==> config.mk <==
export PLATFORM = sky130hd
export DESIGN_NAME = palette_out
export DESIGN_NICKNAME = d
export VERILOG_FILES = /design/src/design/video_pkg.sv /design/src/design/palette_out.sv
export SDC_FILE = /design/constraint.sdc
export NUM_CORES = 1
export LEC_CHECK = 0
export BUFFER_PORTS_ARGS = -buffer_cell sky130_fd_sc_hd__buf_2
export CELL_PAD_IN_SITES_DETAIL_PLACEMENT = 1
export CELL_PAD_IN_SITES_GLOBAL_PLACEMENT = 2
export CORE_AREA = 2 2 186 152
export CTS_BUF_LIST = sky130_fd_sc_hd__clkbuf_16
export CTS_CLUSTER_DIAMETER = 150
export DETAILED_ROUTE_END_ITERATION = 10
export DIE_AREA = 0 0 188 154
export PLACE_DENSITY = 0.83
export SYNTH_ARGS = -nofsm -noshare
export SYNTH_HDL_FRONTEND = slang
export SYNTH_SLANG_ARGS = --single-unit
==> constraint.sdc <==
create_clock -name clk -period 1.5 [get_ports clk]
set_clock_uncertainty 0.05 [all_clocks]
set_input_delay 0.3 -clock clk [delete_from_list [all_inputs] [get_ports clk]]
set_output_delay 0.3 -clock clk [all_outputs]
set_load 0.01 [all_outputs]
==> src/design/video_pkg.sv <==
`default_nettype none

package video_pkg;

    typedef logic [15:0] word_t;        // vram word and host register word
    typedef logic [7:0]  byte_t;        // host bus datum
    typedef logic [3:0]  pix_idx_t;     // palette index
    typedef logic [11:0] color_t;       // rgb 4:4:4, red in [11:8]

    // host register numbers
    typedef enum logic [3:0] {
        REG_ADDR     = 4'd0,            // vram word address
        REG_DATA     = 4'd1,            // vram data, auto-increment
        REG_PAL_ADDR = 4'd2,            // palette index
        REG_PAL_DATA = 4'd3,            // palette color, auto-increment
        REG_CTRL     = 4'd4             // bit 0 video enable
    } reg_num_t;

    // host side vram access tracking
    typedef enum logic [1:0] {
        IDLE,
        WAIT_GRANT,
        WAIT_DATA
    } bus_state_e;

    localparam logic CS_ACTIVE = 1'b0;  // chip select is active low
    localparam logic RNW_READ  = 1'b1;  // rd_nwr high means read

endpackage

`default_nettype wire

==> src/design/palette_out.sv <==
`default_nettype none
`timescale 1ns/1ps

module palette_out (
    input  wire                      clk,
    input  wire                      reset_i,
    input  wire                      enable_i,
    input  wire video_pkg::pix_idx_t pix_idx_i,
    input  wire                      hsync_i,
    input  wire                      vsync_i,
    input  wire                      de_i,
    input  wire                      pal_we_i,
    input  wire video_pkg::pix_idx_t pal_idx_i,
    input  wire video_pkg::color_t   pal_color_i,
    output logic [3:0]               red_o,
    output logic [3:0]               green_o,
    output logic [3:0]               blue_o,
    output logic                     hsync_o,
    output logic                     vsync_o,
    output logic                     de_o
);
    import video_pkg::*;

    color_t pal_r [16];                     // sixteen color registers
    color_t lookup;

    assign lookup = pal_r[pix_idx_i];

    always_ff @(posedge clk) begin
        if (reset_i) begin
            pal_r <= '{default: '0};        // black palette
        end else if (pal_we_i) begin
            pal_r[pal_idx_i] <= pal_color_i;
        end
    end

    // last pipeline stage, sync passes straight through
    always_ff @(posedge clk) begin
        if (reset_i) begin
            {red_o, green_o, blue_o} <= '0;
            hsync_o <= 1'b0;
            vsync_o <= 1'b0;
            de_o    <= 1'b0;
        end else begin
            hsync_o <= hsync_i;
            vsync_o <= vsync_i;
            de_o    <= de_i;
            {red_o, green_o, blue_o} <= (enable_i && de_i) ? lookup : '0;  // blank
        end
    end

endmodule

`default_nettype wire

==> reports/qor.yml <==
status: "finished with violations"
violations: "negative setup slack"
min_period_ps: 1500
yosys-top-cells-count: "nand3_1 (216), dfxtp_1 (207), a21oi_1 (192)"
syn_to_final_growth_pct: 18.8
clock_sinks: 207
relSlewSlack_pct: 71.4
grt_use_total_pct: 25.4
final_hold_viol_count: 0
grt_overflow: 0
wl_per_cell_um: 25.6
routabilityCongestion: 0.800
cts-root-buf: "clkbuf_16"
hold_slack_ps: 147
path_cells: "buf_2"
die_x_um: 188
startpoint_type: "flip-flop"
fin_area_sq_mm: 0.0111
tritoncts: "built"
critPathMaxFanout: 1
num-fill-cells: 3066
core-area_sq_mm: 0.0270
first_pass_iters: 5
async_reset_ff_share_pct: 0
grt_pass1_wl_um: 56800
syn_nets: 1096
placed_cells: 1400
insertion_delay_ps: 520
drt-total-wl_um: 36900
h-tree-depth: 1
yosys.area.top_type: "dfxtp_1"
antenna_found_initial: 1
clkSlewWorstSetupHoldPaths_ps: 60
viasPerCell: 6.14
crit_family: "flip-flops"
fin_util_pct: 41.2
fin_setup_tns_ps: -1.59
drtIter0Drc: 836
required_ps: 1150
crit_slowest_cell: "dfxtp_1"
p_leak_nw: 3.67
syn-cell-area_sq_mm: 0.00936
drc_errors: 0
p_total_mw: 11.9
reg2reg_to: "red_o[2]"
clockBufferDepth: 3
drv_slew: 0
final.period_utilization_pct: 100
critPathMaxStageDelay_ps: 450
fmax_mhz: 666
cap_violations: 0
ir_worst_vdd_mv: 0.684
yosysSeqAreaShare_pct: 44.3
die_area_sq_mm: 0.0290
critPathKind: "flip-flop to output pin"
synth_seq_cells: 207
crit_path_end: "blue_o[2]"
post-cts-setup-buffers: 0
synth.top_cells.by_area: "dfxtp_1 (44%), nand3_1 (12%), mux4_2 (12%)"
post-place-ws_ps: -181
critPathLaunch: "blue_o[2]"
num_rows: 54
synth_ff_type: "dfxtp_1"
synth_top_area_share_pct: 44.3
crit_path_end_kind: "output pin"
boundaryPins: 42
synthCells: 1069
die_y_um: 154
worst_pin_slew_ps: 429
rr_startpoint: "pal_r[118]"
grt_pass1_vias: 9173
ant_nets: 0
placed_area_sq_mm: 0.0104
n_antenna_cell: 0
hp-class: "input port to flip-flop"
avgSynthCellArea_sq_um: 8.75
synth_edf_count: 0
cts_inserted_buffers: 23
rsz0062_at_grt: "no"
fin_nets: 1092
synth.most_common_cell: "nand3_1"
fin_cells: 1443
yosysUniqueCellTypes: 32
start_util_pct: 34.7
r2r_setup_slack_ps: 70
critPathArrivalTime_ps: 1150
synth_warnings: 0
reg2regPathDepth: 3
port_buffers: 41
vias: 8867
setup_viol: 1
path_buf_inv: 1
hpwl_um: 22300
cellPowerDensity_mw_per_mm2: 1070
drive_above_1_share_pct: 18.4
grt_max_degree: 72
fin_ws_ps: -1.59
cp.depth: 1
==> timing repair <==
item / CTS / global route
hold endpoints to repair: 3 / 0
gates resized for setup: 1 / 0
setup endpoints to repair: 1 / 0
hold buffers: 4 / 0
==> kinds of logic after synthesis <==
group | synth area share [%]
compound gates | 20.6
simple gates | 16.3
flops | 44.3
buf+inv | 7.01
mux | 11.8
==> report_power, final <==
part / leakage, nW / switching, mW / total, mW / internal, mW
logic: 1.65 / 0.831 / 1.26 / 0.430
registers: 1.67 / 0.0380 / 5.61 / 5.57
clock network: 0.348 / 2.28 / 5.02 / 2.74
==> area by class of cell <==
type | instances | area, sq um | share of cell area, %
Sequential cell | 207 | 4150 | 37.3
Clock inverter | 16 | 61.3 | 0.552
Timing Repair Buffer | 121 | 1270 | 11.5
Tap cell | 364 | 455 | 4.10
Clock buffer | 23 | 576 | 5.18
Multi-Input combinational cell | 711 | 4600 | 41.4
Inverter | 1 | 3.75 | 0.0338
==> registers in the layout, indices dropped and copies added, names as in the netlist <==
| name | cells |
|---|---|
| pal_r | 192 |
| blue_o | 4 |
| green_o | 4 |
| red_o | 4 |
| de_o | 1 |
| hsync_o | 1 |
| vsync_o | 1 |
==> how the worst min path moves through the flow <==
| stage | start | slack (ps) | cells past startpoint | end |
|---|---|---|---|---|
| after CTS | pal_color_i[2] | 130 | 3 | pal_r[110] |
| after floorplan | de_i | 380 | 1 | de_o |
| after global routing | pal_color_i[2] | 170 | 3 | pal_r[14] |
| after detailed placement | pal_r[105] | 420 | 2 | pal_r[105] |
| after global placement | pal_r[2] | 410 | 2 | pal_r[2] |
| final | pal_color_i[2] | 150 | 3 | pal_r[110] |
==> layer usage <==
layer  wire length (um)  share of wire (%)  vias up  global-route usage (%)
li1                   -                  -     3899                       -
met4                940                2.5        2                    7.16
met2              17500                 47      290                    42.1
met5                 15              0.041        -                       0
met1              16400                 44     4602                    34.5
met3               2110                5.7       74                    3.58
==> cell usage in the layout, fill, tap and decap left out, drive strengths merged, types with 2 or more instances in the layout <==
| cell type | instances |
|---|---|
| inv | 11 |
| o21ai | 192 |
| nand3 | 216 |
| clkinv | 6 |
| nand3b | 25 |
| and3 | 2 |
| buf | 117 |
| mux4 | 48 |
| and4b | 2 |
| a21oi | 192 |
| and3b | 3 |
| mux2 | 2 |
| nand2b | 2 |
| clkbuf | 23 |
| nand4 | 11 |
| dfxtp | 207 |
| dlygate4sd3 | 4 |
| nor2b | 5 |
(Power assumes the default switching activity.)
