--- src/design/video_pkg.sv ---
`default_nettype none

package video_pkg;

    typedef logic [15:0] word_t;        // vram word and host register word
    typedef logic [7:0]  byte_t;        // host bus datum
    typedef logic [3:0]  pix_idx_t;     // palette index
    typedef logic [11:0] color_t;       // rgb 4:4:4, red in [11:8]

    // host register numbers
    typedef enum logic [3:0] {
        REG_ADDR     = 4'd0,            // vram word address
        REG_DATA     = 4'd1,            // vram data, auto-increment
        REG_PAL_ADDR = 4'd2,            // palette index
        REG_PAL_DATA = 4'd3,            // palette color, auto-increment
        REG_CTRL     = 4'd4             // bit 0 video enable
    } reg_num_t;

    // host side vram access tracking
    typedef enum logic [1:0] {
        IDLE,
        WAIT_GRANT,
        WAIT_DATA
    } bus_state_e;

    localparam logic CS_ACTIVE = 1'b0;  // chip select is active low
    localparam logic RNW_READ  = 1'b1;  // rd_nwr high means read

endpackage

`default_nettype wire

--- src/design/vram_port_if.sv ---
`default_nettype none
`timescale 1ns/1ps

// one requester's path into vram
interface vram_port_if;
    import video_pkg::*;

    logic  req;                         // level, held until gnt
    logic  wr;                          // 1 = write, 0 = read
    word_t addr;                        // wraps inside vram
    word_t wdata;
    logic  gnt;                         // one cycle, access done this cycle
    word_t rdata;                       // valid the cycle after gnt

    modport requester (
        output req, wr, addr, wdata,
        input  gnt, rdata
    );

    modport memory (
        input  req, wr, addr, wdata,
        output gnt, rdata
    );

endinterface

`default_nettype wire

--- src/design/video_scan.sv ---
`default_nettype none
`timescale 1ns/1ps

module video_scan #(
    parameter int H_VISIBLE = 160,
    parameter int H_TOTAL   = 200,
    parameter int V_VISIBLE = 100,
    parameter int V_TOTAL   = 110
) (
    input  wire                 clk,
    input  wire                 reset_i,
    vram_port_if.requester      mem,
    output video_pkg::pix_idx_t pix_idx_o,
    output logic                hsync_o,
    output logic                vsync_o,
    output logic                de_o
);
    import video_pkg::*;

    localparam int HW = $clog2(H_TOTAL);
    localparam int VW = $clog2(V_TOTAL);

    logic [HW-1:0] h_cnt;
    logic [VW-1:0] v_cnt;
    logic          h_last;
    logic          v_last;
    logic          last_grp;                // last four columns of the line
    logic [HW-1:0] tgt_h;                   // column four ahead
    logic [VW-1:0] tgt_v;                   // line of that column
    logic          fetch;
    logic          fetch_q;
    word_t         addr_q;                  // linear word address in frame
    word_t         next_word_q;
    word_t         shift_q;
    pix_idx_t      pix_q;
    logic [1:0]    hs_q;                    // two stage delay to match pixels
    logic [1:0]    vs_q;
    logic [1:0]    de_q;

    assign h_last   = h_cnt == HW'(H_TOTAL - 1);
    assign v_last   = v_cnt == VW'(V_TOTAL - 1);
    assign last_grp = h_cnt >= HW'(H_TOTAL - 4);

    always_ff @(posedge clk) begin
        if (reset_i) begin
            h_cnt <= '0;
            v_cnt <= '0;
        end else if (h_last) begin
            h_cnt <= '0;
            v_cnt <= v_last ? '0 : v_cnt + 1'b1;
        end else begin
            h_cnt <= h_cnt + 1'b1;
        end
    end

    // one group ahead, wrapping into next line and frame
    assign tgt_h = last_grp ? h_cnt - HW'(H_TOTAL - 4) : h_cnt + HW'(4);
    assign tgt_v = !last_grp ? v_cnt : (v_last ? '0 : v_cnt + 1'b1);
    assign fetch = h_cnt[1:0] == 2'd0 && tgt_h < HW'(H_VISIBLE) && tgt_v < VW'(V_VISIBLE);

    assign mem.req   = fetch;               // granted same cycle, top priority
    assign mem.wr    = 1'b0;                // read only
    assign mem.addr  = addr_q;
    assign mem.wdata = '0;

    always_ff @(posedge clk) begin
        if (reset_i) begin
            addr_q  <= '0;
            fetch_q <= 1'b0;
        end else begin
            fetch_q <= mem.gnt;
            if (mem.gnt) begin
                addr_q <= addr_q + 1'b1;
            end else if (v_cnt == VW'(V_VISIBLE)) begin
                addr_q <= '0;               // restart in vertical blank
            end
        end
    end

    always_ff @(posedge clk) begin
        if (fetch_q) begin
            next_word_q <= mem.rdata;
        end
        if (h_cnt[1:0] == 2'd0) begin
            shift_q <= next_word_q;         // msn first
        end else begin
            shift_q <= {shift_q[11:0], 4'h0};
        end
        pix_q <= shift_q[15:12];
    end

    always_ff @(posedge clk) begin
        if (reset_i) begin
            hs_q <= '0;
            vs_q <= '0;
            de_q <= '0;
        end else begin
            hs_q <= {hs_q[0], last_grp};
            vs_q <= {vs_q[0], v_cnt >= VW'(V_TOTAL - 2)};
            de_q <= {de_q[0], h_cnt < HW'(H_VISIBLE) && v_cnt < VW'(V_VISIBLE)};
        end
    end

    assign pix_idx_o = pix_q;
    assign hsync_o   = hs_q[1];
    assign vsync_o   = vs_q[1];
    assign de_o      = de_q[1];

endmodule

`default_nettype wire

--- src/flat_wrapper.sv ---
// flat-port wrapper written by rule: the top's interface ports become plain ports
module video_scan_flat import video_pkg::*;
#(
    parameter int H_VISIBLE = 160,
    parameter int H_TOTAL   = 200,
    parameter int V_VISIBLE = 100,
    parameter int V_TOTAL   = 110
)
  (clk, reset_i, pix_idx_o, hsync_o, vsync_o, de_o, mem_req, mem_wr, mem_addr, mem_wdata, mem_gnt, mem_rdata);
  vram_port_if mem_i ();
  input  wire clk;
  input  wire reset_i;
  output video_pkg::pix_idx_t pix_idx_o;
  output logic hsync_o;
  output logic vsync_o;
  output logic de_o;
  output wire logic [$bits(mem_i.req)-1:0] mem_req;
  output wire logic [$bits(mem_i.wr)-1:0] mem_wr;
  output wire logic [$bits(mem_i.addr)-1:0] mem_addr;
  output wire logic [$bits(mem_i.wdata)-1:0] mem_wdata;
  input wire logic [$bits(mem_i.gnt)-1:0] mem_gnt;
  input wire logic [$bits(mem_i.rdata)-1:0] mem_rdata;
  assign mem_req = mem_i.req;
  assign mem_wr = mem_i.wr;
  assign mem_addr = mem_i.addr;
  assign mem_wdata = mem_i.wdata;
  assign mem_i.gnt = mem_gnt;
  assign mem_i.rdata = mem_rdata;
  video_scan #(.H_VISIBLE(H_VISIBLE), .H_TOTAL(H_TOTAL), .V_VISIBLE(V_VISIBLE), .V_TOTAL(V_TOTAL)) u_core (.clk(clk), .reset_i(reset_i), .mem(mem_i), .pix_idx_o(pix_idx_o), .hsync_o(hsync_o), .vsync_o(vsync_o), .de_o(de_o));
endmodule
--- config.mk ---
export PLATFORM = sky130hd
export DESIGN_NAME = video_scan_flat
export DESIGN_NICKNAME = d
export VERILOG_FILES = /design/src/design/video_pkg.sv /design/src/design/vram_port_if.sv /design/src/design/video_scan.sv /design/src/flat_wrapper.sv
export SDC_FILE = /design/constraint.sdc
export NUM_CORES = 1
export LEC_CHECK = 0
export BUFFER_PORTS_ARGS = -buffer_cell sky130_fd_sc_hd__buf_4
export CELL_PAD_IN_SITES_DETAIL_PLACEMENT = 2
export CELL_PAD_IN_SITES_GLOBAL_PLACEMENT = 2
export CORE_ASPECT_RATIO = 1.2
export CORE_MARGIN = 2
export CORE_UTILIZATION = 37
export DETAILED_ROUTE_END_ITERATION = 7
export PLACE_DENSITY = 0.94
export SYNTH_ARGS = -nofsm -noshare
export SYNTH_HDL_FRONTEND = slang
export SYNTH_SLANG_ARGS = --single-unit
--- constraint.sdc ---
create_clock -name clk -period 4.66 [get_ports clk]
set_input_delay 0.233 -clock clk [delete_from_list [all_inputs] [get_ports clk]]
set_output_delay 0.233 -clock clk [all_outputs]
set_load 0.005 [all_outputs]
==> impl_metrics.py <==
metrics = {
    "logic_synthesis": {
        "synth-seq-cells": 74,
        "postSynthCellCount": 306,
        "synth_compound_area_frac": 0.122,
        "synth_top_family_by_area": "simple AND/OR/NAND/NOR gates",
        "synth_area_um2": 3100,
        "avgSynthCellArea_um2": 10.1,
        "yosysUniqueCellTypes": 52,
        "synth-xor-area-share": 0.0141,
        "synth_flop_cell": "dfxtp_1",
        "async_reset_ff_frac": 0,
        "ys_warn_count": 0,
        "synth_seq_area_share": 0.529,
        "muxShareOfSynthArea": 0.0541,
        "synthAdderAreaFrac": 0.0242,
        "synth_edf_count": 16,
        "synthSimpleGateAreaFrac": 0.186,
    },
    "sta": {
        "rsz0062_at_grt": "false",
        "fin_ws_ps": 2120,
        "maxClockFrequency_ghz": 0.393,
        "finalClockSkew_ps": 14.2,
        "period_minus_slack_ps": 2540,
        "finalHoldViolCount": 0,
        "timing.hold.ws_ps": 38.9,
        "final-max-slew-violation-count": 0,
        "relSlewSlack": 0.341,
        "tightest_slew_ps": 981,
        "post-route-period-util": 0.546,
        "tns_ps": 0,
        "final-setup-viol-count": 0,
    },
    "route": {
        "drc": 0,
        "antenna_left": 0,
        "drtIter0Drc": 152,
        "wl_per_cell_um": 23.2,
        "vias": 2540,
        "vias_per_cell": 5.49,
        "routed_wl_um": 10700,
        "dr.pass1.iters": 4,
    },
    "global_route": {
        "first_global_vias": 2780,
        "grt_first_pass_wirelength_um": 16500,
        "track_usage": 0.246,
        "grt_antenna_before_repair": 0,
        "overflow": 0,
        "grt_max_degree": 39,
    },
    "cts": {
        "postCtsSetupBuffers": 0,
        "htree_levels": 3,
        "cts_buffers": 9,
        "path_clk_slew_ps": 90,
        "cts_resized": 0,
        "cts.sinks": 74,
        "clockBufferDepth": 2,
        "cts_hold_buf": 0,
        "clk_latency_ps": 370,
        "clock-root-buffer": "clkbuf_8",
        "cts_tree": "built",
    },
    "floorplan": {
        "die_area_um2": 9130,
        "num_rows": 36,
        "ioPinCount": 60,
        "fp.dieW_um": 87.6,
        "core_area_um2": 8150,
        "start_util": 0.380,
        "die_h_um": 104,
    },
    "power_and_ir_drop": {
        "netSwitchingFraction": 0.247,
        "ir_drop_mv": 0.153,
        "p_per_area_nw_per_um2": 377,
        "combPwrFrac": 0.063,
        "seqPwrFrac": 0.515,
        "clock_power_share": 0.422,
        "power_switching_uw": 341,
        "power.total_mw": 1.38,
        "p_leak_nw": 1.41,
        "intPower_mw": 1.04,
    },
    "setup_path": {
        "crit_chain": "inv_1 -> ha_1 -> and4b_1 -> and2_1 -> a211o_1 -> o311a_1 -> buf_4",
        "criticalPathCategory": "reg2out",
        "worst_setup_path_start_kind": "flop",
        "crit_family": "compound AO/OA/AOI/OAI gates",
        "path_max_fanout": 6,
        "required_ps": 4430,
        "cpPeakStageDelay_ps": 450,
        "worst_ep_arrival_time_ps": 2310,
        "end_kind": "primary output",
        "crit_buf_inv": 2,
        "crit_slowest_cell": "dfxtp_1",
    },
    "place": {
        "hpwl_um": 6500,
        "place_area_um2": 3440,
        "io_buffer_count": 42,
        "place.gp.congestion": 0.776,
        "place_ws_ps": 2600,
    },
    "final_layout": {
        "area_delta_synth_final_pct": 18.1,
        "final_net_count": 369,
        "design_area_um2": 3660,
        "antennaDiodeCount": 0,
        "final_layout_size_suffix_gt1_frac": 0.212,
    },
    "min_path": {
        "hp-class": "in2reg",
    },
    "job": {
        "drv_cap": 0,
    },
    "status": {
        "status": "finished clean",
    },
}
power by group through the flow:
stage / Combinational [mW] / Sequential, mW / Clock, mW
floorplan: 0.0548 / 0.714 / 0
finish: 0.0872 / 0.710 / 0.582
global placement: 0.0761 / 0.716 / 0
detailed placement: 0.0824 / 0.722 / 0
CTS: 0.0874 / 0.710 / 0.593
global route: 0.0939 / 0.713 / 0.621
layer usage:
metal  vias up  track usage  wire length, µm
met2        97        0.424             5760
met5         -            0                0
li1       1151            -                -
met3        23       0.0770              519
met4         0        0.100              319
met1      1269        0.274             4140
registers in the layout (all words and copies together) (netlist names):
| name | count |
|---|---|
| u_core.de_q | 2 |
| u_core.fetch_q | 1 |
| u_core.h_cnt | 8 |
| u_core.hs_q | 2 |
| u_core.mem.addr | 16 |
| u_core.next_word_q | 16 |
| u_core.pix_idx_o | 4 |
| u_core.shift_q | 16 |
| u_core.v_cnt | 7 |
| u_core.vs_q | 2 |
placed cells by master, fill, tap and decap left out, types with 4 or more instances in the layout:
cell      netlist  routed
nor2_1         14      14
buf_4          17      42
nand3_1        16      16
inv_1           7       7
dfxtp_1        58      58
conb_1          1      17
and2_1          6       6
or3_1           8       8
o21ai_0         9       9
ha_1            6       6
a311oi_1        6       6
and3_1          8       8
nand2_1        19      19
nand4_1         5       5
clkbuf_8        0       9
a21oi_1        23      23
nor3_1         13      13
mux2_2         12      12
nor2b_1         4       4
edfxtp_1       16      16
cells in the mapped netlist (9+ instances only):
library cell / count / area share
dfxtp_1: 58 / 0.37
mux2_2: 12 / 0.044
nor2_1: 14 / 0.017
a21oi_1: 23 / 0.037
nor3_1: 13 / 0.021
edfxtp_1: 16 / 0.15
nand2_1: 19 / 0.023
o21ai_0: 9 / 0.015
clkbuf_1: 10 / 0.012
buf_4: 17 / 0.041
nand3_1: 16 / 0.026
cell type report:
class	count	area [µm²]
fill	849	4490
sequential	74	1640
multi-input combinational	209	1310
timing repair buffer	42	315
tap	114	143
clock buffer	9	124
clock inverter	7	101
inverter	8	30.0
worst register-to-register path, stage by stage, from the launching register on:
cell      delay [ps]
dfxtp_1          410
ha_1             280
nand2_1          160
nor3_1           780
nand3b_1         160
a21oi_1          210
final timing paths:
path / from / end / slack [ps] / cells past startpoint
setup / recovery: u_core.v_cnt[1] / mem_req / 2120 / 7
hold reg to reg: u_core.shift_q[13] / u_core.pix_idx_o[1] / 350 / 0
setup reg to reg: u_core.h_cnt[0] / u_core.v_cnt[3] / 2590 / 5
hold / removal: mem_rdata[12] / u_core.next_word_q[12] / 40 / 1
kinds of logic after synthesis:
family,count (synthesis)
other cells,1
fa+ha+maj,6
mux,15
compound gates,58
simple gates,108
xor+xnor,5
flops,74
buf+inv,39
stage by stage:
step / utilization / instances
2_1_floorplan: - / 322
3_3_place_gp: 0.421 / 447
3_5_place_dp: 0.421 / 447
4_1_cts: 0.449 / 463
5_1_grt: 0.449 / 463
6_report: 0.449 / 463
(Power assumes the default switching activity.)
