File: src/design/video_pkg.sv
`default_nettype none

package video_pkg;

    typedef logic [15:0] word_t;        // vram word and host register word
    typedef logic [7:0]  byte_t;        // host bus datum
    typedef logic [3:0]  pix_idx_t;     // palette index
    typedef logic [11:0] color_t;       // rgb 4:4:4, red in [11:8]

    // host register numbers
    typedef enum logic [3:0] {
        REG_ADDR     = 4'd0,            // vram word address
        REG_DATA     = 4'd1,            // vram data, auto-increment
        REG_PAL_ADDR = 4'd2,            // palette index
        REG_PAL_DATA = 4'd3,            // palette color, auto-increment
        REG_CTRL     = 4'd4             // bit 0 video enable
    } reg_num_t;

    // host side vram access tracking
    typedef enum logic [1:0] {
        IDLE,
        WAIT_GRANT,
        WAIT_DATA
    } bus_state_e;

    localparam logic CS_ACTIVE = 1'b0;  // chip select is active low
    localparam logic RNW_READ  = 1'b1;  // rd_nwr high means read

endpackage

`default_nettype wire

File: src/design/vram_port_if.sv
`default_nettype none
`timescale 1ns/1ps

// one requester's path into vram
interface vram_port_if;
    import video_pkg::*;

    logic  req;                         // level, held until gnt
    logic  wr;                          // 1 = write, 0 = read
    word_t addr;                        // wraps inside vram
    word_t wdata;
    logic  gnt;                         // one cycle, access done this cycle
    word_t rdata;                       // valid the cycle after gnt

    modport requester (
        output req, wr, addr, wdata,
        input  gnt, rdata
    );

    modport memory (
        input  req, wr, addr, wdata,
        output gnt, rdata
    );

endinterface

`default_nettype wire

File: src/design/bus_regs.sv
`default_nettype none
`timescale 1ns/1ps

module bus_regs #(
    parameter int VRAM_AW = 12
) (
    input  wire                      clk,
    input  wire                      reset_i,
    input  wire                      cs_n_i,
    input  wire                      rd_nwr_i,
    input  wire video_pkg::reg_num_t reg_num_i,
    input  wire                      bytesel_i,
    input  wire video_pkg::byte_t    data_i,
    output video_pkg::byte_t         data_o,
    vram_port_if.requester           mem,
    output logic                     pal_we_o,
    output video_pkg::pix_idx_t      pal_idx_o,
    output video_pkg::color_t        pal_color_o,
    output logic                     video_enable_o
);
    import video_pkg::*;

    localparam word_t ADDR_MASK = word_t'((32'd1 << VRAM_AW) - 32'd1);

    bus_state_e state_q;
    byte_t      hold_hi_q;              // even byte waiting for its odd partner
    logic       wr_even;
    logic       wr_commit;              // odd byte write, word complete
    logic       rd_strobe;
    word_t      wr_word;
    word_t      rd_word;
    word_t      addr_q;                 // vram address register
    word_t      addr_inc;
    pix_idx_t   pal_idx_q;
    word_t      ctrl_q;
    word_t      prefetch_q;             // last word read from vram
    logic       req_wr_q;
    word_t      req_addr_q;
    word_t      req_wdata_q;

    assign wr_even   = cs_n_i == CS_ACTIVE && rd_nwr_i != RNW_READ && !bytesel_i;
    assign wr_commit = cs_n_i == CS_ACTIVE && rd_nwr_i != RNW_READ && bytesel_i;
    assign rd_strobe = cs_n_i == CS_ACTIVE && rd_nwr_i == RNW_READ;
    assign wr_word   = {hold_hi_q, data_i};
    assign addr_inc  = (addr_q + 16'd1) & ADDR_MASK;   // stays inside vram

    // register read mux
    always_comb begin
        case (reg_num_i)
            REG_ADDR:     rd_word = addr_q;
            REG_DATA:     rd_word = prefetch_q;        // prefetched, no wait
            REG_PAL_ADDR: rd_word = word_t'(pal_idx_q);
            REG_CTRL:     rd_word = ctrl_q;
            default:      rd_word = '0;                // palette is write only
        endcase
    end

    always_ff @(posedge clk) begin
        if (wr_even) begin
            hold_hi_q <= data_i;                       // high byte first
        end
    end

    // decode: register updates and read data
    always_ff @(posedge clk) begin
        if (reset_i) begin
            addr_q    <= '0;
            pal_idx_q <= '0;
            ctrl_q    <= '0;
            data_o    <= '0;
        end else begin
            if (rd_strobe) begin
                data_o <= bytesel_i ? rd_word[7:0] : rd_word[15:8];  // held till next read
            end
            if (wr_commit) begin
                case (reg_num_i)
                    REG_ADDR:     addr_q    <= wr_word;
                    REG_DATA:     addr_q    <= addr_inc;     // post increment
                    REG_PAL_ADDR: pal_idx_q <= wr_word[3:0];
                    REG_PAL_DATA: pal_idx_q <= pal_idx_q + 1'b1;  // wraps at 16
                    REG_CTRL:     ctrl_q    <= wr_word;
                    default:      ;
                endcase
            end
        end
    end

    // vram access: write then prefetch, or prefetch alone
    always_ff @(posedge clk) begin
        if (reset_i) begin
            state_q  <= IDLE;
            req_wr_q <= 1'b0;
        end else begin
            case (state_q)
                IDLE: begin
                    if (wr_commit && (reg_num_i == REG_ADDR || reg_num_i == REG_DATA)) begin
                        req_wr_q <= reg_num_i == REG_DATA;
                        state_q  <= WAIT_GRANT;
                    end
                end
                WAIT_GRANT: begin
                    if (mem.gnt) begin
                        if (req_wr_q) begin
                            req_wr_q <= 1'b0;          // write done, now prefetch
                        end else begin
                            state_q <= WAIT_DATA;
                        end
                    end
                end
                WAIT_DATA: state_q <= IDLE;            // rdata valid this cycle
                default:   state_q <= IDLE;
            endcase
        end
    end

    always_ff @(posedge clk) begin
        if (state_q == IDLE && wr_commit) begin
            req_addr_q  <= reg_num_i == REG_ADDR ? wr_word : addr_q;
            req_wdata_q <= wr_word;
        end else if (state_q == WAIT_GRANT && mem.gnt && req_wr_q) begin
            req_addr_q <= addr_q;              // already incremented
        end
        if (state_q == WAIT_DATA) begin
            prefetch_q <= mem.rdata;
        end
    end

    assign mem.req   = state_q == WAIT_GRANT;
    assign mem.wr    = req_wr_q;
    assign mem.addr  = req_addr_q;
    assign mem.wdata = req_wdata_q;

    assign pal_we_o       = wr_commit && reg_num_i == REG_PAL_DATA;
    assign pal_idx_o      = pal_idx_q;
    assign pal_color_o    = wr_word[11:0];     // upper nibble dropped
    assign video_enable_o = ctrl_q[0];

endmodule

`default_nettype wire

File: src/flat_wrapper.sv
// flat-port wrapper written by rule: the top's interface ports become plain ports
module bus_regs_flat import video_pkg::*;
#(
    parameter int VRAM_AW = 12
)
  (clk, reset_i, cs_n_i, rd_nwr_i, reg_num_i, bytesel_i, data_i, data_o, pal_we_o, pal_idx_o, pal_color_o, video_enable_o, mem_req, mem_wr, mem_addr, mem_wdata, mem_gnt, mem_rdata);
  vram_port_if mem_i ();
  input  wire clk;
  input  wire reset_i;
  input  wire cs_n_i;
  input  wire rd_nwr_i;
  input  wire video_pkg::reg_num_t reg_num_i;
  input  wire bytesel_i;
  input  wire video_pkg::byte_t data_i;
  output video_pkg::byte_t data_o;
  output logic pal_we_o;
  output video_pkg::pix_idx_t pal_idx_o;
  output video_pkg::color_t pal_color_o;
  output logic video_enable_o;
  output wire logic [$bits(mem_i.req)-1:0] mem_req;
  output wire logic [$bits(mem_i.wr)-1:0] mem_wr;
  output wire logic [$bits(mem_i.addr)-1:0] mem_addr;
  output wire logic [$bits(mem_i.wdata)-1:0] mem_wdata;
  input wire logic [$bits(mem_i.gnt)-1:0] mem_gnt;
  input wire logic [$bits(mem_i.rdata)-1:0] mem_rdata;
  assign mem_req = mem_i.req;
  assign mem_wr = mem_i.wr;
  assign mem_addr = mem_i.addr;
  assign mem_wdata = mem_i.wdata;
  assign mem_i.gnt = mem_gnt;
  assign mem_i.rdata = mem_rdata;
  bus_regs #(.VRAM_AW(VRAM_AW)) u_core (.clk(clk), .reset_i(reset_i), .cs_n_i(cs_n_i), .rd_nwr_i(rd_nwr_i), .reg_num_i(reg_num_i), .bytesel_i(bytesel_i), .data_i(data_i), .data_o(data_o), .mem(mem_i), .pal_we_o(pal_we_o), .pal_idx_o(pal_idx_o), .pal_color_o(pal_color_o), .video_enable_o(video_enable_o));
endmodule
File: config.mk
export PLATFORM = sky130hd
export DESIGN_NAME = bus_regs_flat
export DESIGN_NICKNAME = d
export VERILOG_FILES = /design/src/design/video_pkg.sv /design/src/design/vram_port_if.sv /design/src/design/bus_regs.sv /design/src/flat_wrapper.sv
export SDC_FILE = /design/constraint.sdc
export NUM_CORES = 1
export LEC_CHECK = 0
export BUFFER_PORTS_ARGS = -buffer_cell sky130_fd_sc_hd__buf_2
export CAP_MARGIN = 30
export CORE_MARGIN = 3
export CORE_UTILIZATION = 54
export CTS_CLUSTER_SIZE = 20
export DETAILED_ROUTE_END_ITERATION = 10
export HOLD_SLACK_MARGIN = 0.03
export PLACE_DENSITY_LB_ADDON = 0.12
export RECOVER_POWER = 50
export SLEW_MARGIN = 20
export SYNTH_ARGS = -nofsm -noshare
export SYNTH_HDL_FRONTEND = slang
export SYNTH_SLANG_ARGS = --single-unit
export TNS_END_PERCENT = 100
File: constraint.sdc
create_clock -name clk -period 5.3 [get_ports clk]
set_clock_uncertainty 0.2 [all_clocks]
set_input_delay 1.06 -clock clk [delete_from_list [all_inputs] [get_ports clk]]
set_output_delay 1.06 -clock clk [all_outputs]
set_load 0.1 [all_outputs]
==> qor.txt, run 1 <==
SETUP PATH
-----------------------------------------------------------------------------------
Cell type group with the largest total delay on the critical path .... buffers and inverters
Worst path slowest cell ..............................................     clkbuf_1
Largest incremental delay on the critical path .......................      0.90 ns
Critical path data arrival time ......................................      4.23 ns
Worst R2R End ........................................................ u_core.mem.addr[14]$_DFFE_PP_
FF-to-FF path depth ..................................................            4
Kind of launch point of the worst setup path ......................... primary input
Startpoint-to-endpoint class of the critical path .................... primary input to register
Worst R2R Start ...................................................... u_core.state_q[0]$_SDFFE_PP0P_
Worst path most repeated cell ........................................     clkbuf_1
Critical path cell sequence .......................................... clkbuf_1 -> or3b_1 -> nor3_2 -> clkbuf_1 -> nand2_2 -> mux2_1
Required time of the critical path ...................................      5.22 ns
Buf+Inv Stages, Crit Path ............................................            2
Setup slack of the most critical reg-to-reg path .....................      2.38 ns
Largest fanout on the critical path ..................................           19
Capturing element type of the critical path ..........................     register

PLACED DESIGN
-----------------------------------------------------------------------------------
Cells after DPL ......................................................          569
Total cell area at the placement stage ...............................     4940 um2
Routability congestion estimate from global placement ................        0.816
Total of buffers placed on input and output ports ....................           93
Half-perimeter wire length after placement ...........................      7450 um

CLOCKING
-----------------------------------------------------------------------------------
Number of buffers inserted during clock tree synthesis ...............            9
Clock tree from TritonCTS ............................................        built
Post-CTS Hold Buffers ................................................            0
Clk slew on worst S/H paths ..........................................      0.10 ns
Worst-skew pair later-pin latency ....................................      0.37 ns
Number of clock sinks seen by CTS ....................................          103
Post-CTS sizing ......................................................            0
Post-CTS setup buffers ...............................................            0
Clock Path Buffers ...................................................            2
Maximum level of the CTS H-tree ......................................            3
Clock root cell ......................................................     clkbuf_8

STATUS
-----------------------------------------------------------------------------------
Outcome .............................................................. complete, but fails checks
Violated checks ...................................................... max-capacitance violations, max-slew violations

STA
-----------------------------------------------------------------------------------
Timing-limited maximum frequency .....................................      232 MHz
Max-Slew Margin vs Limit .............................................       -0.221
Max-slew violations ..................................................           50
Pin slew with the least headroom to its limit ........................      1.83 ns
Final setup violating endpoints ......................................            0
Time the final worst path needs with I/O delays and setup ............      4.31 ns
Share of the clock period used by the worst path after layout ........        0.813
Setup TNS Final ......................................................         0 ns
Hold Fails Final Rpt .................................................            0
Post-Route Hold Slack ................................................     0.262 ns
Unrepaired setup endpoints after global routing ......................        false

FINISH
-----------------------------------------------------------------------------------
Count of placed standard cells in the final layout, fillers left out .          586
Post-synthesis to final-layout area growth ...........................        12.6%
Fraction of final layout cells with drive strength greater than 1 ....        0.182
Net count reported at finish .........................................          515
Number of antenna repair diodes ......................................            0
Most used cells in the layout excluding fill and tap cells ........... nand2_1 (56), edfxtp_1 (56), clkbuf_1 (52)
Post-route design area ...............................................     5070 um2

YOSYS
-----------------------------------------------------------------------------------
Number of cells produced by synthesis ................................          408
Synth Cell Area ......................................................     4510 um2
Flip-flop cell with the highest count after synthesis ................     edfxtp_1
Number of synthesized register bits ..................................          103
Count of distinct cell types in the synthesized netlist ..............           56
Proportion of synthesized area in mux cells ..........................       0.0489
Post-synthesis simple-gate area fraction .............................        0.130
Yosys warning count ..................................................            0
Synthesized-area fraction occupied by xor and xnor cells .............      0.00194
Average instance area after synthesis ................................     11.0 um2
Synthesized-area fraction occupied by adder cells ....................      0.00555
Post-synth EDFFs .....................................................           56
Mapped Nets ..........................................................          444
Combinational family with the most area after synthesis .............. compound AO/OA/AOI/OAI gates
Compound-Gate Fraction of Synth Area .................................        0.181
Seq/Total Area, Yosys ................................................        0.582
Asr flop ratio synth .................................................            0

FLOORPLAN
-----------------------------------------------------------------------------------
I/O pin count ........................................................           94
Die H ................................................................      97.3 um
Area of the core region ..............................................     7930 um2
Row count ............................................................           32
Initial cell density of the core .....................................        0.568
Die Span X ...........................................................      97.3 um
Area of the die ......................................................     9480 um2

GRT
-----------------------------------------------------------------------------------
Largest net degree at the start of global routing ....................           41
Wire length of the first global-routing pass .........................    17,300 um
GRT Resource Usage Total .............................................        0.229
Grt total ovfl .......................................................            0
Number of antenna violations at the first check in global routing ....            0
Via count of the first global-routing pass ...........................        3,242

PWR
-----------------------------------------------------------------------------------
Power density normalized to cell area ................................   302 nW/um2
Worst vdd rail ir drop ...............................................   0.000229 V
Total leakage power ..................................................   0.00169 uW

ROUTING
-----------------------------------------------------------------------------------
Routed WL per cell ...................................................      18.6 um
DRT iter0 DRCs .......................................................          284
Number of design rule violations left after detail routing ...........            0
DRT Pass-1 Iters .....................................................            5
Antenna Violating Nets Remaining .....................................            0
Routed Wire Length ...................................................    10,900 um
Vias .................................................................        3,532
Routed via count divided by cell count ...............................         6.03

HOLD PATH
-----------------------------------------------------------------------------------
Min-delay src ........................................................ u_core.ctrl_q[3]$_SDFFE_PP0P_
Class of the most critical hold timing path .......................... register to register
Hold Crit Depth ......................................................            2
Worst Hold End ....................................................... u_core.ctrl_q[3]$_SDFFE_PP0P_

FLOW RUN
-----------------------------------------------------------------------------------
Max-capacitance violation count ......................................            2

-- tightest hold or removal path: cells and delay by family, from the launching register on --
| kind | cells | cell delay [ns] |
|---|---|---|
| flops | 1 | 0.32 |
| simple gates | 1 | 0.05 |
| compound gates | 1 | 0.05 |
-- where the power goes --
group          total (uW)  switching, uW  internal (uW)
registers             860           8.36            852
logic                 171            141           29.6
clock network         502            278            223
-- per-layer routing --
metal / routed length, um / track usage / vias up
met1: 4890 / 0.334 / 1667
met2: 5000 / 0.349 / 166
met4: 118 / 0.0586 / 0
met3: 873 / 0.0503 / 15
li1: - / - / 1684
met5: 0 / 0 / -
-- registers in the layout, summed over array words and instances (netlist names) --
signal             count
u_core.mem.wr          1
u_core.addr_q         16
u_core.data_o          8
u_core.prefetch_q     16
u_core.mem.addr       16
u_core.state_q         2
u_core.mem.wdata      16
u_core.hold_hi_q       8
u_core.pal_idx_o       4
u_core.ctrl_q         16
-- layout make-up --
type | count | area, um2
multi-input cells | 260 | 1660
clock buffers | 9 | 124
clock inverters | 7 | 77.6
fillers | 686 | 2860
flip-flops and latches | 103 | 2620
well taps | 102 | 128
repair buffers | 98 | 430
inverters | 7 | 26.3
-- through the flow --
step / total power, uW / setup WS (ns) / utilization
4_1_cts: 1540 / 1.65 / 0.649
3_5_place_dp: 1050 / 1.65 / 0.623
3_3_place_gp: 1050 / 1.67 / 0.623
2_1_floorplan: 1010 / 0.940 / -
5_1_grt: 1580 / 0.766 / 0.640
6_report: 1530 / 0.992 / 0.640
-- worst max-delay path by stage --
stage	startpoint	endpoint	slack [ns]	depth (start not counted)
3_3_place_gp	bytesel_i	pal_we_o	1.67	4
5_1_grt	bytesel_i	u_core.mem.addr[14]$_DFFE_PP_	0.77	6
2_1_floorplan	reg_num_i[2]	pal_we_o	0.94	5
6_report	bytesel_i	u_core.mem.addr[14]$_DFFE_PP_	0.99	6
4_1_cts	bytesel_i	pal_we_o	1.65	4
3_5_place_dp	bytesel_i	pal_we_o	1.65	4
-- cell families (layout without fill, tap and decap cells) --
| family | Yosys count | count (layout) |
|---|---|---|
| compound gates | 119 | 119 |
| xor+xnor | 1 | 1 |
| fa+ha+maj | 2 | 2 |
| buf+inv | 45 | 121 |
| flops | 103 | 103 |
| mux | 20 | 20 |
| simple gates | 118 | 118 |
-- cell usage after synthesis, types with 2 or more instances --
library cell / number / share of area
o221ai_1: 3 / 0.0058
o211ai_1: 5 / 0.0083
nand2_1: 56 / 0.047
mux2_2: 15 / 0.037
nand3_1: 12 / 0.013
a21oi_1: 41 / 0.046
nand4_1: 3 / 0.0042
a21o_1: 4 / 0.0067
o22ai_1: 4 / 0.0056
or2_2: 2 / 0.0028
mux2i_1: 4 / 0.0089
a211oi_1: 4 / 0.0067
o31ai_1: 6 / 0.010
nor2_1: 8 / 0.0067
a311oi_1: 2 / 0.0039
clkbuf_1: 20 / 0.017
nor2b_1: 6 / 0.0083
dfxtp_1: 47 / 0.21
buf_2: 2 / 0.0022
a22oi_1: 16 / 0.027
edfxtp_1: 56 / 0.37
o311ai_0: 4 / 0.0078
a32o_1: 8 / 0.018
buf_1: 2 / 0.0017
a31o_2: 2 / 0.0039
inv_1: 7 / 0.0058
nor3_1: 8 / 0.0089
o21ai_0: 8 / 0.0089
o2bb2ai_1: 4 / 0.0078
and3_1: 3 / 0.0042
ha_1: 2 / 0.0056
nor4_1: 8 / 0.011
buf_4: 13 / 0.022
(Power assumes the default switching activity.)
==> run 2: changes to the inputs <==
--- a/config.mk
+++ b/config.mk
@@ -8,7 +8,7 @@
 export BUFFER_PORTS_ARGS = -buffer_cell sky130_fd_sc_hd__buf_2
 export CAP_MARGIN = 30
 export CORE_MARGIN = 3
-export CORE_UTILIZATION = 54
+export CORE_UTILIZATION = 49
 export CTS_CLUSTER_SIZE = 20
 export DETAILED_ROUTE_END_ITERATION = 10
 export HOLD_SLACK_MARGIN = 0.03
==> constraint.sdc (replaced) <==
create_clock -name clk -period 3.69 [get_ports clk]
set_clock_uncertainty 0.2 [all_clocks]
set_input_delay 0.738 -clock clk [delete_from_list [all_inputs] [get_ports clk]]
set_output_delay 0.738 -clock clk [all_outputs]
set_load 0.1 [all_outputs]
==> run 2 against run 1 <==
The run still ends with max-capacitance violations, max-slew violations left. Combinational power grew 44%. Cell count grew 1.4%. Total power grew 39%. Sequential power grew 44%. Non-clock buffer count grew 2. Routed wire length shrank 0.96%. Critical path depth shrank 2. Global-route usage shrank 2.1 points. Cell area grew 0.15%. First-iteration DRC count shrank 27%. Critical path type is now primary input to primary output. Largest power group unchanged.
==> qor.txt, run 2 (same netlist as run 1, synthesis figures left out) <==
FLOORPLAN
-----------------------------------------------------------------------------------
Area of the core region ..............................................     8810 um2   +11%
Initial cell density of the core .....................................        0.512   -0.0567
Die H ................................................................       102 um   +4.7%
I/O pin count ........................................................           94   unchanged
Area of the die ......................................................   10,400 um2   +9.6%
Die Span X ...........................................................       102 um   +4.7%
Row count ............................................................           34   +6.3%

ROUTING
-----------------------------------------------------------------------------------
Routed via count divided by cell count ...............................         5.92   -1.7%
Routed Wire Length ...................................................    10,800 um   -0.96%
DRT iter0 DRCs .......................................................          206   -27%
Vias .................................................................        3,518   -0.40%
Number of design rule violations left after detail routing ...........            0   unchanged
Antenna Violating Nets Remaining .....................................            0   unchanged
Routed WL per cell ...................................................      18.1 um   -2.3%
DRT Pass-1 Iters .....................................................            5   unchanged

SETUP PATH
-----------------------------------------------------------------------------------
Required time of the critical path ...................................      2.75 ns   -2.47 ns
Setup slack of the most critical reg-to-reg path .....................      1.70 ns   -0.68 ns
Startpoint-to-endpoint class of the critical path .................... primary input to primary output
Largest fanout on the critical path ..................................           19   unchanged
Capturing element type of the critical path .......................... primary output
FF-to-FF path depth ..................................................            4   unchanged
Critical path data arrival time ......................................      2.33 ns   -1.90 ns
Kind of launch point of the worst setup path ......................... primary input

PLACED DESIGN
-----------------------------------------------------------------------------------
Total of buffers placed on input and output ports ....................           93   unchanged
Cells after DPL ......................................................          578   +1.6%
Half-perimeter wire length after placement ...........................      7570 um   +1.7%
Routability congestion estimate from global placement ................        0.882   +8.2%
Pre-CTS setup slack ..................................................     0.723 ns   -0.931 ns

STA
-----------------------------------------------------------------------------------
Max-slew violations ..................................................           41   -18%
Post-Route Hold Slack ................................................     0.261 ns   -0.000929 ns
Final setup violating endpoints ......................................            0   unchanged
Unrepaired setup endpoints after global routing ......................        false
Hold Fails Final Rpt .................................................            0   unchanged
Pin slew with the least headroom to its limit ........................      1.91 ns   +0.0809 ns
Setup TNS Final ......................................................         0 ns   unchanged
Max-Slew Margin vs Limit .............................................       -0.275   -0.0540
Share of the clock period used by the worst path after layout ........        0.887
Timing-limited maximum frequency .....................................      306 MHz
Time the final worst path needs with I/O delays and setup ............      3.27 ns
Worst Setup Slack, final .............................................     0.418 ns   -0.575 ns

PWR
-----------------------------------------------------------------------------------
Switching share of power .............................................        0.288   +0.00924
Total leakage power ..................................................   0.00170 uW   +0.42%
Worst vdd rail ir drop ...............................................   0.000181 V   -21%
Combinational Power Share ............................................        0.116   +0.005
Power density normalized to cell area ................................   421 nW/um2   +39%
Clock share of power .................................................        0.306   -0.021
Seq pwr share ........................................................        0.578   +0.017
Switching power ......................................................       616 uW   +44%
Internal portion of total power ......................................      1520 uW   +38%

GRT
-----------------------------------------------------------------------------------
Number of antenna violations at the first check in global routing ....            0   unchanged
Wire length of the first global-routing pass .........................    16,700 um   -3.6%
Via count of the first global-routing pass ...........................        3,124   -3.6%
GRT Resource Usage Total .............................................        0.208   -0.0211
Largest net degree at the start of global routing ....................           41   unchanged
Grt total ovfl .......................................................            0   unchanged

CLOCKING
-----------------------------------------------------------------------------------
Clock Path Buffers ...................................................            2   unchanged
Post-CTS setup buffers ...............................................            0   unchanged
Number of clock sinks seen by CTS ....................................          103   unchanged
Clk slew on worst S/H paths ..........................................      0.09 ns   about the same
Clock tree from TritonCTS ............................................        built
Maximum level of the CTS H-tree ......................................            3   unchanged
Post-CTS Hold Buffers ................................................            0   unchanged
Number of buffers inserted during clock tree synthesis ...............            9   unchanged
Post-CTS sizing ......................................................            0   unchanged
Worst-skew pair later-pin latency ....................................      0.37 ns   about the same
Clock root cell ......................................................     clkbuf_8

FLOW RUN
-----------------------------------------------------------------------------------
Max-capacitance violation count ......................................            1   -1

FINISH
-----------------------------------------------------------------------------------
Net count reported at finish .........................................          517   +0.39%
Number of antenna repair diodes ......................................            0   unchanged
Fillers ..............................................................          778   +13%
Fraction of final layout cells with drive strength greater than 1 ....        0.193   +0.0116
Most used cells in the layout excluding fill and tap cells ........... nand2_1 (56), edfxtp_1 (56), clkbuf_1 (51)
Post-synthesis to final-layout area growth ...........................        12.7%
Count of placed standard cells in the final layout, fillers left out .          594   +1.4%

HOLD PATH
-----------------------------------------------------------------------------------
Hold Crit Depth ......................................................            2   unchanged
Class of the most critical hold timing path .......................... register to register

STATUS
-----------------------------------------------------------------------------------
Outcome .............................................................. complete, but fails checks
Violated checks ...................................................... max-capacitance violations, max-slew violations

run 2: critical path, cell delays in order:
cell,delay [ns]
clkbuf_1,0.53
or3b_4,0.51
nor2_2,0.11
buf_2,0.43
run 2: area by class of cell:
type                       count  area, um2  share of cell area
clock buffer                   9        124              0.0244
clock inverter                 7       53.8              0.0106
inverter                       7       26.3             0.00517
multi-input combinational    260       1670               0.329
sequential                   103       2620               0.516
tap                          108        135              0.0266
timing repair buffer         100        449              0.0884
run 2: final timing paths:
| check | startpoint | endpoint |
|---|---|---|
| worst max-delay path | bytesel_i | pal_we_o |
| worst min-delay path | u_core.ctrl_q[1]$_SDFFE_PP0P_ | u_core.ctrl_q[1]$_SDFFE_PP0P_ |
| worst max register to register | u_core.addr_q[5]$_SDFFE_PP0P_ | u_core.addr_q[7]$_SDFFE_PP0P_ |
| worst min register to register | u_core.ctrl_q[1]$_SDFFE_PP0P_ | u_core.ctrl_q[1]$_SDFFE_PP0P_ |
run 2: power by group through the flow:
stage / clock [uW] / sequential (uW) / combinational [uW]
after CTS: 667 / 1240 / 251
after detailed placement: 0 / 1260 / 251
after global routing: 721 / 1240 / 261
after global placement: 0 / 1260 / 249
after floorplan: 0 / 1330 / 127
final: 654 / 1240 / 247
run 2: per-stage QoR:
stage	instance area, um2	total power [uW]	utilization
final	5080	2140	0.577
after global routing	5080	2220	0.577
after CTS	5150	2150	0.585
after detailed placement	4970	1510	0.565
after global placement	4970	1510	0.565
after floorplan	4510	1450	-
run 2: metal layers:
layer,vias to the layer above,part of all wire,track usage
met4,0,0.0080,0.0545
met2,168,0.44,0.303
li1,1685,-,-
met3,10,0.079,0.0430
met1,1655,0.47,0.317
met5,-,0,0
==> run 3: changes to the inputs <==
--- a/config.mk
+++ b/config.mk
@@ -7,8 +7,10 @@
 export LEC_CHECK = 0
 export BUFFER_PORTS_ARGS = -buffer_cell sky130_fd_sc_hd__buf_2
 export CAP_MARGIN = 30
+export CELL_PAD_IN_SITES_DETAIL_PLACEMENT = 0
+export CELL_PAD_IN_SITES_GLOBAL_PLACEMENT = 2
 export CORE_MARGIN = 3
-export CORE_UTILIZATION = 49
+export CORE_UTILIZATION = 31
 export CTS_CLUSTER_SIZE = 20
 export DETAILED_ROUTE_END_ITERATION = 10
 export HOLD_SLACK_MARGIN = 0.03
==> run 3 against run 2 <==
The flow still finishes with violations (max-capacitance violations, max-slew violations). Register-to-register slack barely moved. Fmax rose by 9.2%. Sequential cell count did not move. Clock-buffer cell count did not move. Sequential share of layout area fell by 2.4 points. Critical path depth fell by 1. Core utilization fell by 20 points. Critical endpoint is now u_core.data_o[5]$_SDFFE_PP0P_. Largest power group unchanged. Highest routed layer unchanged.
==> qor.txt, run 3 (same netlist as run 1, synthesis figures left out) <==
STA
-----------------------------------------------------------------------------------
Time the final worst path needs with I/O delays and setup ............      3.00 ns   -0.276 ns
Max-slew violations ..................................................           41   unchanged
Pin slew with the least headroom to its limit ........................      2.05 ns   +0.139 ns
Final setup violating endpoints ......................................            0   unchanged
Max-Slew Margin vs Limit .............................................       -0.368   -0.0928
Hold Fails Final Rpt .................................................            0   unchanged
Setup TNS Final ......................................................         0 ns   unchanged
Timing-limited maximum frequency .....................................      334 MHz   +9.2%
Share of the clock period used by the worst path after layout ........        0.812   -0.0747
Unrepaired setup endpoints after global routing ......................        false

GRT
-----------------------------------------------------------------------------------
Wire length of the first global-routing pass .........................    19,700 um   +18%
Number of antenna violations at the first check in global routing ....            0   unchanged
Most Used Layer, Global Route ........................................         met1
Grt total ovfl .......................................................            0   unchanged
GRT Resource Usage Total .............................................        0.161   -0.0472
Fraction of met2 tracks used by global routing .......................        0.223   -0.0804
Via count of the first global-routing pass ...........................        3,356   +7.4%
Met1 usage in global routing .........................................        0.245   -0.0718
Routing usage on met3 ................................................       0.0358   -0.00721
Largest net degree at the start of global routing ....................           41   unchanged

FLOORPLAN
-----------------------------------------------------------------------------------
Initial cell density of the core .....................................        0.321   -0.191
I/O pin count ........................................................           94   unchanged
Die H ................................................................       127 um   +24%
Area of the die ......................................................   16,000 um2   +54%
Area of the core region ..............................................   14,000 um2   +59%
Die Span X ...........................................................       127 um   +24%
Row count ............................................................           43   +26%

SETUP PATH
-----------------------------------------------------------------------------------
Largest incremental delay on the critical path .......................      1.43 ns   +0.90 ns
Critical path data arrival time ......................................      3.04 ns   +0.71 ns
Worst R2R Start ...................................................... u_core.addr_q[1]$_SDFFE_PP0P_
Worst path slowest cell ..............................................     clkbuf_1
Startpoint-to-endpoint class of the critical path .................... primary input to register
Required time of the critical path ...................................      3.73 ns   +0.98 ns
Worst R2R End ........................................................ u_core.addr_q[10]$_SDFFE_PP0P_
Largest fanout on the critical path ..................................           40   +21
Critical path cell sequence .......................................... clkbuf_1 -> a21oi_1 -> a32o_1
Setup slack of the most critical reg-to-reg path .....................      1.70 ns   about the same
FF-to-FF path depth ..................................................            5   +1
Kind of launch point of the worst setup path ......................... primary input
Capturing element type of the critical path ..........................     register

STATUS
-----------------------------------------------------------------------------------
Outcome .............................................................. complete, but fails checks
Violated checks ...................................................... max-capacitance violations, max-slew violations

CLOCKING
-----------------------------------------------------------------------------------
Maximum level of the CTS H-tree ......................................            3   unchanged
Number of clock sinks seen by CTS ....................................          103   unchanged
Clock tree from TritonCTS ............................................        built
Post-CTS setup buffers ...............................................            0   unchanged
Clock Path Buffers ...................................................            2   unchanged
Number of buffers inserted during clock tree synthesis ...............            9   unchanged
Post-CTS Hold Buffers ................................................            0   unchanged
Clk slew on worst S/H paths ..........................................      0.07 ns   -0.02 ns
Worst-skew pair later-pin latency ....................................      0.35 ns   -0.02 ns
Post-CTS sizing ......................................................            0   unchanged
Clock root cell ......................................................    clkbuf_16

ROUTING
-----------------------------------------------------------------------------------
DRT Pass-1 Iters .....................................................            5   unchanged
Vias .................................................................        3,444   -2.1%
Routed via count divided by cell count ...............................         5.16   -13%
Routed WL per cell ...................................................      19.0 um   +4.8%
Antenna Violating Nets Remaining .....................................            0   unchanged
Number of design rule violations left after detail routing ...........            0   unchanged
Routed Wire Length ...................................................    12,700 um   +18%
DRT iter0 DRCs .......................................................          267   +30%

PLACED DESIGN
-----------------------------------------------------------------------------------
Total of buffers placed on input and output ports ....................           93   unchanged
Half-perimeter wire length after placement ...........................      9160 um   +21%
Cells after DPL ......................................................          651   +13%
Routability congestion estimate from global placement ................        0.827   -6.3%

FINISH
-----------------------------------------------------------------------------------
Layout Utilization ...................................................        0.379   -0.197
Net count reported at finish .........................................          518   +0.19%
Count of placed standard cells in the final layout, fillers left out .          667   +12%
Number of antenna repair diodes ......................................            0   unchanged
Most used cells in the layout excluding fill and tap cells ........... nand2_1 (56), edfxtp_1 (56), clkbuf_1 (51)
Post-synthesis to final-layout area growth ...........................        18.2%
Fraction of final layout cells with drive strength greater than 1 ....        0.195   +0.00166

PWR
-----------------------------------------------------------------------------------
Worst vdd rail ir drop ...............................................   0.000289 V   +60%
Switching power ......................................................       655 uW   +6.4%
Clock share of power .................................................        0.411   +0.105
Total leakage power ..................................................   0.00178 uW   +4.6%
Switching share of power .............................................        0.259   -0.0291
Power density normalized to cell area ................................   475 nW/um2   +13%
Internal portion of total power ......................................      1870 uW   +23%
Seq pwr share ........................................................        0.489   -0.089
Combinational Power Share ............................................        0.100   -0.016

HOLD PATH
-----------------------------------------------------------------------------------
Hold Crit Depth ......................................................            2   unchanged
Class of the most critical hold timing path .......................... register to register
Min-delay src ........................................................ u_core.ctrl_q[15]$_SDFFE_PP0P_
Worst Hold End ....................................................... u_core.ctrl_q[15]$_SDFFE_PP0P_

FLOW RUN
-----------------------------------------------------------------------------------
Max-capacitance violation count ......................................            1   unchanged

-- run 3: cell count changes in the layout (fill, tap and decap cells not counted), sizes merged --
cell      previous run  this run
buf                 49        50
bufinv               0         2
clkinvlp             2         0
-- run 3: final cells by class --
type | count | area [um2]
fill | 1414 | 8710
sequential | 103 | 2620
multi-input combinational | 260 | 1670
timing repair buffer | 101 | 457
clock buffer | 9 | 225
tap | 180 | 225
clock inverter | 7 | 103
inverter | 7 | 26.3
-- run 3: worst max-delay path: cells and delay by family --
family | cells | cell delay (ns)
AO/OA/AOI/OAI | 2 | 0.87
buffers and inverters | 1 | 1.43
-- run 3: how the worst max path moves through the flow --
| stage | depth (start not counted) | slack [ns] | to | start |
|---|---|---|---|---|
| finish | 3 | 0.69 | u_core.data_o[5]$_SDFFE_PP0P_ | reset_i |
| CTS | 4 | 0.69 | pal_we_o | bytesel_i |
| detailed placement | 4 | 0.69 | pal_we_o | bytesel_i |
| global placement | 4 | 0.71 | pal_we_o | bytesel_i |
| global route | 3 | 0.48 | u_core.data_o[5]$_SDFFE_PP0P_ | reset_i |
| floorplan | 5 | 0.42 | pal_we_o | reg_num_i[2] |
-- run 3: power groups by stage --
stage	Combinational [uW]	Clock, uW	Sequential [uW]
floorplan	127	0	1330
global placement	257	0	1260
detailed placement	259	0	1260
CTS	259	1080	1240
global route	267	1130	1240
finish	252	1040	1240
-- run 3: layer usage --
layer  up-vias  wire length [um]
met3         8               699
met2       103              5530
met5         -                 0
li1       1694                 -
met4         0               110
met1      1639              6340
-- run 3: metrics by stage --
stage	hold WS (ns)	setup WS (ns)	cell area (um2)	power (uW)
floorplan	0.236	0.424	4510	1450
CTS	0.259	0.695	5400	2570
finish	0.259	0.694	5330	2530
global route	0.283	0.482	5330	2630
global placement	0.242	0.707	5070	1520
detailed placement	0.250	0.693	5070	1520
